$ cat src/hdl/acc_pkg.sv
// shared widths, register map and types for the accumulator kernel; import where needed
package acc_pkg;

  // stream and register word
  localparam int WORD_W = 32;
  // one signed operand lane, LANES of them per word
  localparam int LANE_W = 8;
  localparam int LANES  = 4;
  // ci and co counts
  localparam int CNT_W  = 16;

  typedef logic        [WORD_W-1:0]   word_t;
  typedef logic signed [LANE_W-1:0]   lane_t;
  // product of two lanes is 16 bits, a sum of four needs two more
  typedef logic signed [2*LANE_W+1:0] dot_t;
  // result wraps at 32 bits
  typedef logic signed [WORD_W-1:0]   acc_t;
  typedef logic        [CNT_W-1:0]    count_t;
  typedef logic        [0:0]          reg_addr_t;

  // register write port map
  localparam reg_addr_t REG_CI = 1'b0;
  localparam reg_addr_t REG_CO = 1'b1;

  // job control states
  typedef enum logic {
    ST_IDLE,
    ST_RUN
  } ctrl_state_t;

endpackage

$ cat src/hdl/acc_ctrl.sv
// job control for the accumulator kernel: config registers, start/done handshake, run enable
`timescale 1ns/1ns

module acc_ctrl import acc_pkg::*; (
  input  logic      ap_clk,
  input  logic      ap_rst_n,
  input  logic      cfg_wr_en,
  input  reg_addr_t cfg_wr_addr,
  input  word_t     cfg_wr_data,
  input  logic      ap_start,
  input  logic      ofm_valid,
  input  logic      ofm_ready,
  output logic      ap_ready,
  output logic      ap_idle,
  output logic      ap_done,
  output logic      run,
  output count_t    job_ci
);

  ctrl_state_t state;
  count_t      cfg_ci;
  count_t      cfg_co;
  count_t      job_co;
  count_t      out_cnt;
  logic        start_acc;
  logic        ofm_beat;
  logic        last_out;

  assign ap_idle   = (state == ST_IDLE);
  assign ap_ready  = (state == ST_IDLE);
  assign run       = (state == ST_RUN);
  assign start_acc = ap_start & ap_ready;
  assign ofm_beat  = ofm_valid & ofm_ready & run;
  assign last_out  = ofm_beat & (out_cnt == job_co - count_t'(1));

  // host side registers, only the low count bits are kept
  always_ff @(posedge ap_clk or negedge ap_rst_n) begin
    if (!ap_rst_n) begin
      cfg_ci <= '0;
      cfg_co <= '0;
    end else if (cfg_wr_en) begin
      if (cfg_wr_addr == REG_CI) begin
        cfg_ci <= cfg_wr_data[CNT_W-1:0];
      end else if (cfg_wr_addr == REG_CO) begin
        cfg_co <= cfg_wr_data[CNT_W-1:0];
      end
    end
  end

  // working copy, frozen for the whole job
  always_ff @(posedge ap_clk or negedge ap_rst_n) begin
    if (!ap_rst_n) begin
      job_ci <= '0;
      job_co <= '0;
    end else if (start_acc) begin
      job_ci <= cfg_ci;
      job_co <= cfg_co;
    end
  end

  always_ff @(posedge ap_clk or negedge ap_rst_n) begin
    if (!ap_rst_n) begin
      state   <= ST_IDLE;
      out_cnt <= '0;
      ap_done <= 1'b0;
    end else begin
      ap_done <= 1'b0;
      case (state)
        ST_IDLE: begin
          out_cnt <= '0;
          if (start_acc) begin
            state <= ST_RUN;
          end
        end
        ST_RUN: begin
          if (last_out) begin
            // idle and done appear together on the next cycle
            state   <= ST_IDLE;
            ap_done <= 1'b1;
          end else if (ofm_beat) begin
            out_cnt <= out_cnt + count_t'(1);
          end
        end
        default: state <= ST_IDLE;
      endcase
    end
  end

  // a job with a zero count would never finish
  a_cfg_nonzero: assert property (@(posedge ap_clk) disable iff (!ap_rst_n)
    start_acc |=> (job_ci != '0) && (job_co != '0))
    else $error("job started with ci or co equal to zero");

  a_done_pulse: assert property (@(posedge ap_clk) disable iff (!ap_rst_n)
    ap_done |=> !ap_done)
    else $error("ap_done held for more than one cycle");

endmodule

$ cat src/hdl/dot4_stage.sv
// input side: joins the ifm and wgt streams and registers their four-lane signed dot product
`timescale 1ns/1ns

module dot4_stage import acc_pkg::*; (
  input  logic  ap_clk,
  input  logic  ap_rst_n,
  input  logic  run,
  input  logic  ifm_valid,
  input  word_t ifm_data,
  output logic  ifm_ready,
  input  logic  wgt_valid,
  input  word_t wgt_data,
  output logic  wgt_ready,
  output logic  dot_valid,
  input  logic  dot_ready,
  output dot_t  dot_data
);

  logic take;

  // lane k sits in bits 8k+7 down to 8k
  function automatic dot_t dot4(input word_t a, input word_t b);
    dot_t  sum;
    lane_t la;
    lane_t lb;
    sum = '0;
    for (int k = 0; k < LANES; k++) begin
      la  = a[k*LANE_W +: LANE_W];
      lb  = b[k*LANE_W +: LANE_W];
      sum = sum + la * lb;
    end
    return sum;
  endfunction

  // both streams move only as a pair
  assign take      = ifm_valid & wgt_valid & run & (~dot_valid | dot_ready);
  assign ifm_ready = take;
  assign wgt_ready = take;

  always_ff @(posedge ap_clk or negedge ap_rst_n) begin
    if (!ap_rst_n) begin
      dot_valid <= 1'b0;
    end else if (take) begin
      dot_valid <= 1'b1;
    end else if (dot_ready) begin
      dot_valid <= 1'b0;
    end
  end

  always_ff @(posedge ap_clk) begin
    if (take) begin
      dot_data <= dot4(ifm_data, wgt_data);
    end
  end

  // a word waiting for its partner must stay offered unchanged
  a_ifm_hold: assert property (@(posedge ap_clk) disable iff (!ap_rst_n)
    ifm_valid && !ifm_ready |=> ifm_valid && $stable(ifm_data))
    else $error("ifm word dropped or changed before it was accepted");

  a_wgt_hold: assert property (@(posedge ap_clk) disable iff (!ap_rst_n)
    wgt_valid && !wgt_ready |=> wgt_valid && $stable(wgt_data))
    else $error("wgt word dropped or changed before it was accepted");

endmodule

$ cat src/hdl/acc_stage.sv
// processing part: sums job_ci dot products per output and holds each result until taken
`timescale 1ns/1ns

module acc_stage import acc_pkg::*; (
  input  logic   ap_clk,
  input  logic   ap_rst_n,
  input  logic   dot_valid,
  input  dot_t   dot_data,
  output logic   dot_ready,
  input  count_t job_ci,
  output logic   res_valid,
  input  logic   res_ready,
  output acc_t   res_data
);

  acc_t   sum;
  acc_t   sum_next;
  count_t beat_cnt;
  logic   take;
  logic   last_beat;

  // result register free or draining this cycle
  assign dot_ready = ~res_valid | res_ready;
  assign take      = dot_valid & dot_ready;
  assign last_beat = (beat_cnt == job_ci - count_t'(1));

  // sign extension of the product, wrapping sum
  assign sum_next = sum + acc_t'(dot_data);

  always_ff @(posedge ap_clk or negedge ap_rst_n) begin
    if (!ap_rst_n) begin
      sum      <= '0;
      beat_cnt <= '0;
    end else if (take) begin
      if (last_beat) begin
        // next group starts from zero while this result waits
        sum      <= '0;
        beat_cnt <= '0;
      end else begin
        sum      <= sum_next;
        beat_cnt <= beat_cnt + count_t'(1);
      end
    end
  end

  always_ff @(posedge ap_clk or negedge ap_rst_n) begin
    if (!ap_rst_n) begin
      res_valid <= 1'b0;
    end else begin
      if (res_ready) begin
        res_valid <= 1'b0;
      end
      if (take && last_beat) begin
        res_valid <= 1'b1;
      end
    end
  end

  always_ff @(posedge ap_clk) begin
    if (take && last_beat) begin
      res_data <= sum_next;
    end
  end

  a_res_hold: assert property (@(posedge ap_clk) disable iff (!ap_rst_n)
    res_valid && !res_ready |=> res_valid && $stable(res_data))
    else $error("result changed while stalled");

endmodule

$ cat src/hdl/ofm_out.sv
// output side: one-entry register slice that byte-reverses each result onto the ofm stream
`timescale 1ns/1ns

module ofm_out import acc_pkg::*; (
  input  logic  ap_clk,
  input  logic  ap_rst_n,
  input  logic  res_valid,
  input  acc_t  res_data,
  output logic  res_ready,
  output logic  ofm_valid,
  input  logic  ofm_ready,
  output word_t ofm_data
);

  word_t swapped;
  logic  load;

  // byte 0 of the result lands in bits 31:24, as in a little-endian store
  always_comb begin
    for (int i = 0; i < WORD_W/8; i++) begin
      swapped[i*8 +: 8] = res_data[(WORD_W/8-1-i)*8 +: 8];
    end
  end

  assign res_ready = ~ofm_valid | ofm_ready;
  assign load      = res_valid & res_ready;

  always_ff @(posedge ap_clk or negedge ap_rst_n) begin
    if (!ap_rst_n) begin
      ofm_valid <= 1'b0;
    end else if (load) begin
      ofm_valid <= 1'b1;
    end else if (ofm_ready) begin
      ofm_valid <= 1'b0;
    end
  end

  always_ff @(posedge ap_clk) begin
    if (load) begin
      ofm_data <= swapped;
    end
  end

endmodule

$ cat src/hdl/krnl_acc.sv
// top level of the accumulator kernel: connects job control and the three datapath stages
`timescale 1ns/1ns

module krnl_acc import acc_pkg::*; (
  input  logic      ap_clk,
  input  logic      ap_rst_n,
  // host register writes
  input  logic      cfg_wr_en,
  input  reg_addr_t cfg_wr_addr,
  input  word_t     cfg_wr_data,
  // job handshake
  input  logic      ap_start,
  output logic      ap_ready,
  output logic      ap_done,
  output logic      ap_idle,
  // operand streams
  input  logic      ifm_valid,
  output logic      ifm_ready,
  input  word_t     ifm_data,
  input  logic      wgt_valid,
  output logic      wgt_ready,
  input  word_t     wgt_data,
  // result stream
  output logic      ofm_valid,
  input  logic      ofm_ready,
  output word_t     ofm_data
);

  logic   run;
  count_t job_ci;
  logic   dot_valid;
  logic   dot_ready;
  dot_t   dot_data;
  logic   res_valid;
  logic   res_ready;
  acc_t   res_data;

  acc_ctrl u_ctrl (
    .ap_clk      (ap_clk),
    .ap_rst_n    (ap_rst_n),
    .cfg_wr_en   (cfg_wr_en),
    .cfg_wr_addr (cfg_wr_addr),
    .cfg_wr_data (cfg_wr_data),
    .ap_start    (ap_start),
    .ofm_valid   (ofm_valid),
    .ofm_ready   (ofm_ready),
    .ap_ready    (ap_ready),
    .ap_idle     (ap_idle),
    .ap_done     (ap_done),
    .run         (run),
    .job_ci      (job_ci)
  );

  dot4_stage u_dot4 (
    .ap_clk    (ap_clk),
    .ap_rst_n  (ap_rst_n),
    .run       (run),
    .ifm_valid (ifm_valid),
    .ifm_data  (ifm_data),
    .ifm_ready (ifm_ready),
    .wgt_valid (wgt_valid),
    .wgt_data  (wgt_data),
    .wgt_ready (wgt_ready),
    .dot_valid (dot_valid),
    .dot_ready (dot_ready),
    .dot_data  (dot_data)
  );

  acc_stage u_acc (
    .ap_clk    (ap_clk),
    .ap_rst_n  (ap_rst_n),
    .dot_valid (dot_valid),
    .dot_data  (dot_data),
    .dot_ready (dot_ready),
    .job_ci    (job_ci),
    .res_valid (res_valid),
    .res_ready (res_ready),
    .res_data  (res_data)
  );

  ofm_out u_ofm (
    .ap_clk    (ap_clk),
    .ap_rst_n  (ap_rst_n),
    .res_valid (res_valid),
    .res_data  (res_data),
    .res_ready (res_ready),
    .ofm_valid (ofm_valid),
    .ofm_ready (ofm_ready),
    .ofm_data  (ofm_data)
  );

endmodule

$ cat config.mk
export PLATFORM = sky130hd
export DESIGN_NAME = krnl_acc
export DESIGN_NICKNAME = d
export VERILOG_FILES = /design/src/hdl/acc_pkg.sv /design/src/hdl/acc_ctrl.sv /design/src/hdl/dot4_stage.sv /design/src/hdl/acc_stage.sv /design/src/hdl/ofm_out.sv /design/src/hdl/krnl_acc.sv
export SDC_FILE = /design/constraint.sdc
export NUM_CORES = 1
export LEC_CHECK = 0
export BUFFER_PORTS_ARGS = -buffer_cell sky130_fd_sc_hd__buf_2
export CORE_ASPECT_RATIO = 1.75
export CORE_MARGIN = 4
export CORE_UTILIZATION = 45
export DETAILED_ROUTE_END_ITERATION = 8
export SLEW_MARGIN = 20
export SYNTH_ARGS = -nofsm -noshare
export SYNTH_HDL_FRONTEND = slang
export SYNTH_SLANG_ARGS = --single-unit
$ cat constraint.sdc
create_clock -name ap_clk -period 10.3 [get_ports ap_clk]
set_clock_uncertainty 0.1 [all_clocks]
set_input_delay 0 -clock ap_clk [delete_from_list [all_inputs] [get_ports ap_clk]]
set_output_delay 0 -clock ap_clk [all_outputs]
set_load 0.05 [all_outputs]
==> results.txt <==
The initial detailed-routing violation count is 640. The count of cells in the finished layout, fillers not included, comes to 2918. The width of the die is 174 µm. The number of gates resized after CTS was 0. The initial cell density of the core came out at 45.5%. From bottom edge to top edge, the die measures 299 µm. The count of final hold-check violations came out at 0. The tools report the antenna violation net count after detailed routing as 0. TritonCTS built the clock tree. After synthesis, the share of flip-flops with an asynchronous set or reset is 61.9%. For the aggregate negative setup slack, the log shows 0 ns. The run finished with clean final reports. Each instance of the synthesized netlist takes up on average 10.0 µm². For the pin with the worst max-slew slack, the measured transition is 0.989 ns. The worst register-to-register path has a depth of 10. Counting instances, the worst hold path has a depth of 3.

In this run the count of I/O pins placed on the die edge is 142. The maximum single-stage delay on the critical path was 0.52 ns. Buffers inserted during post-CTS setup optimization: 0.

The run gives 75 as the number of distinct library cells after synthesis. The number of antenna violations at the first check in global routing was 0; the layout overhead on the synthesized area was 10.1%. The tools report the routability congestion estimate from global placement as 0.879. The slowest stage cell on the critical path was fa_1. After global routing the overflow that remains totals 0. The floorplan step defined a die boundary enclosing 0.0520 mm². In the layout the commonest cells are inv_1, fa_1, nand2_1. The worst pin sits at a relative slew slack of 34.0%.

Including well taps, the total number of placed cells is 2857. The number of enable-type register cells in the synthesized netlist was 82. The launch point of the worst reg-to-reg path was u_dot4.dot_data[17]. The number of standard-cell rows in the floorplan came out at 106. Yosys attributes the largest share of cell area to fa_1, dfrtp_1, edfxtp_1, ha_1, inv_1.

The average routed wire per standard cell is 16.4 µm. The run gives 0.0126 ns as the hold slack. Depth of the CTS H-tree: 1. The worst hold path begins at ifm_valid.

Clock latency on the worst-skew pair, taken at its later pin, is 0.50 ns. STA classifies the critical path startpoint as an input port. The library cell used most frequently in the layout, excluding fill and tap cells, is inv_1. fa_1 takes more of the synthesized area than any other cell. Setup repair after global routing left no endpoint under its margin. Based on the critical path, the design can be clocked at up to 152 MHz. For the number of buffers created by CTS, the log shows 19. The cell family contributing the most delay on the critical path is adder cells. STA classifies the critical path endpoint as a flop. The worst path needs 6.59 ns of the cycle, external delays included. Summing every instance area after synthesis gives 0.0217 mm².

The final core utilization is 50.1%. Clock tree synthesis selected as its root buffer the cell clkbuf_16. During synthesis, Yosys emitted a total of 0 warnings.

Dividing the detail-routed via count by the number of cells gives 5.21. The fraction of the cycle the final worst path needs is 64.0%. The logs give 15198 for the total number of vias and 81200 µm for the first-pass GRT wire length. For the worst endpoint required time, the log shows 10.44 ns.

The largest fanout of any net on the critical path is 8. The floorplan step defined a core boundary enclosing 0.0477 mm². The number of global-route vias before repair came out at 16782. The number of buffers and inverters on the critical path works out to 6. The tool flagged a number of max-cap violations equal to 0.

The path type of the worst setup path was in -> reg. The min-delay analysis places its worst path in the category in -> reg. The first detailed-routing pass took 7 iterations. For this run, design rule violations remaining after detail routing come to 0. The number of antenna diodes in the final layout is 0. For this run, the total global-route usage over all layers was measured as 18.9%. In this run the biggest area consumer among cell types represents 23.4% of the synthesized area. Among all flip-flop cells after synthesis, the most frequent one is dfrtp_1. The longest clock path from root to sink contains 3 buffers.

Clock tree synthesis found a total of 215 sinks. The count of input and output buffers works out to 125. The endpoint identified for the worst register-to-register timing path is u_acc.sum[31]. The run gives 2161 as the number of cells produced by synthesis. Detailed placement finished with a half-perimeter wire length of 39400 µm. Wires add up to 47900 µm. The worst hold endpoint was u_dot4.dot_data[2]. Clock-pin slew was measured on the worst setup and hold paths at 0.07 ns. STA puts the critical path data arrival time at 6.73 ns. The register-to-register setup slack was 6.57 ns. After the last flow step, the layout net total stands at 2838.

Summing the sequential cell areas from Yosys gives 26.7% of the chip area. Cells with a size suffix above 1 make up 11.1% of the layout. After synthesis the netlist holds a flip-flop and latch count of 215.

The number of nets in the synthesized netlist is 2687. Setup violations remaining at the end of the flow were counted as 0. The pin count of the biggest net entering global routing was 75.

The run gives 0 as the max-slew violation total from the final report.
==> Yosys cell counts (7+ instances only) <==
library cell and n:
fa_1 254, xor2_1 38, a211oi_1 8, and2_1 146, o21a_1 8, o31ai_1 7
clkbuf_1 21, o21ai_1 20, edfxtp_1 82, nor3_1 27, a21boi_0 7, inv_1 405
nand3_1 33, nor2b_1 11, and3_1 18, mux2i_1 8, a21o_1 15, a31o_1 11
nand2_1 173, nor2_1 84, ha_1 168, mux2_2 57, nand2b_1 28, a31oi_1 7
nor4_1 8, a22o_1 10, o21bai_1 19, a21oi_1 70, o21ai_0 49, xnor2_1 121
dfrtp_1 133
==> state kept, by name (all words and copies together) (netlist names), 16 cells and up <==
signal,count
u_ctrl.job_ci,16
u_acc.res_data,32
u_ctrl.cfg_co,16
u_acc.beat_cnt,16
u_acc.sum,32
u_dot4.dot_data,18
u_ctrl.out_cnt,16
u_ctrl.cfg_ci,16
u_ofm.ofm_data,32
u_ctrl.job_co,16
==> worst reg2reg max path: stages, from the launching register on <==
cell and delay [ns]:
edfxtp_1 0.82, ha_1 0.41, a21o_1 0.18, a21o_1 0.24, nor3_1 0.20, a31oi_1 0.13, a2111oi_0 0.72, o21ai_0 0.25
xor2_1 0.21, or2_0 0.25, a31oi_1 0.15
==> metrics by stage <==
step / setup slack [ns] / area (µm²)
2_1_floorplan: 3.93 / 21700
3_3_place_gp: 3.34 / 23000
3_5_place_dp: 3.24 / 23000
4_1_cts: 3.76 / 23900
5_1_grt: 3.23 / 23900
6_report: 3.71 / 23900
==> worst max-delay path by stage <==
stage                      from                   to  slack, ns  cells after the start
floorplan           wgt_data[4]  u_dot4.dot_data[16]       3.93                     28
global placement    wgt_data[2]  u_dot4.dot_data[16]       3.34                     28
detailed placement  wgt_data[2]  u_dot4.dot_data[16]       3.24                     28
CTS                 wgt_data[2]  u_dot4.dot_data[16]       3.76                     28
global route        wgt_data[0]  u_dot4.dot_data[16]       3.23                     31
finish              wgt_data[0]  u_dot4.dot_data[16]       3.71                     31
==> layout make-up <==
class                           count  area [µm²]
Multi-Input combinational cell   1510       14300
Sequential cell                   215        5790
Fill cell                        4446       23800
Inverter                          406        1520
Clock buffer                       22         497
Timing Repair Buffer              160         992
Clock inverter                     11        91.3
Tap cell                          594         743
==> cells by family after synthesis <==
logic type               after synthesis  synth area share (%)
AND/OR/NAND/NOR                      592                  14.6
XOR/XNOR                             159                  6.42
multiplexers                          65                  3.33
buffers and inverters                436                  7.69
AO/OA/AOI/OAI                        272                  8.21
flip-flops                           215                  26.7
adder cells (fa/ha/maj)              422                  33.1
==> routing by layer <==
layer / up-vias / global-route usage (%) / share of wire, %
met5: - / 0 / 0
met2: 249 / 39.5 / 59
li1: 7290 / - / -
met4: 0 / 6.70 / 3.7
met3: 77 / 1.23 / 2.2
met1: 7582 / 19.3 / 35
==> timing repair <==
item | 4_1_cts | 5_1_grt
endpoints found under the setup margin | 0 | 0
hold endpoints to repair | 98 | 0
hold buffers | 27 | 0
Power is not shown: default switching activity piles up to over one toggle a cycle in this logic, so the estimate is an artifact.
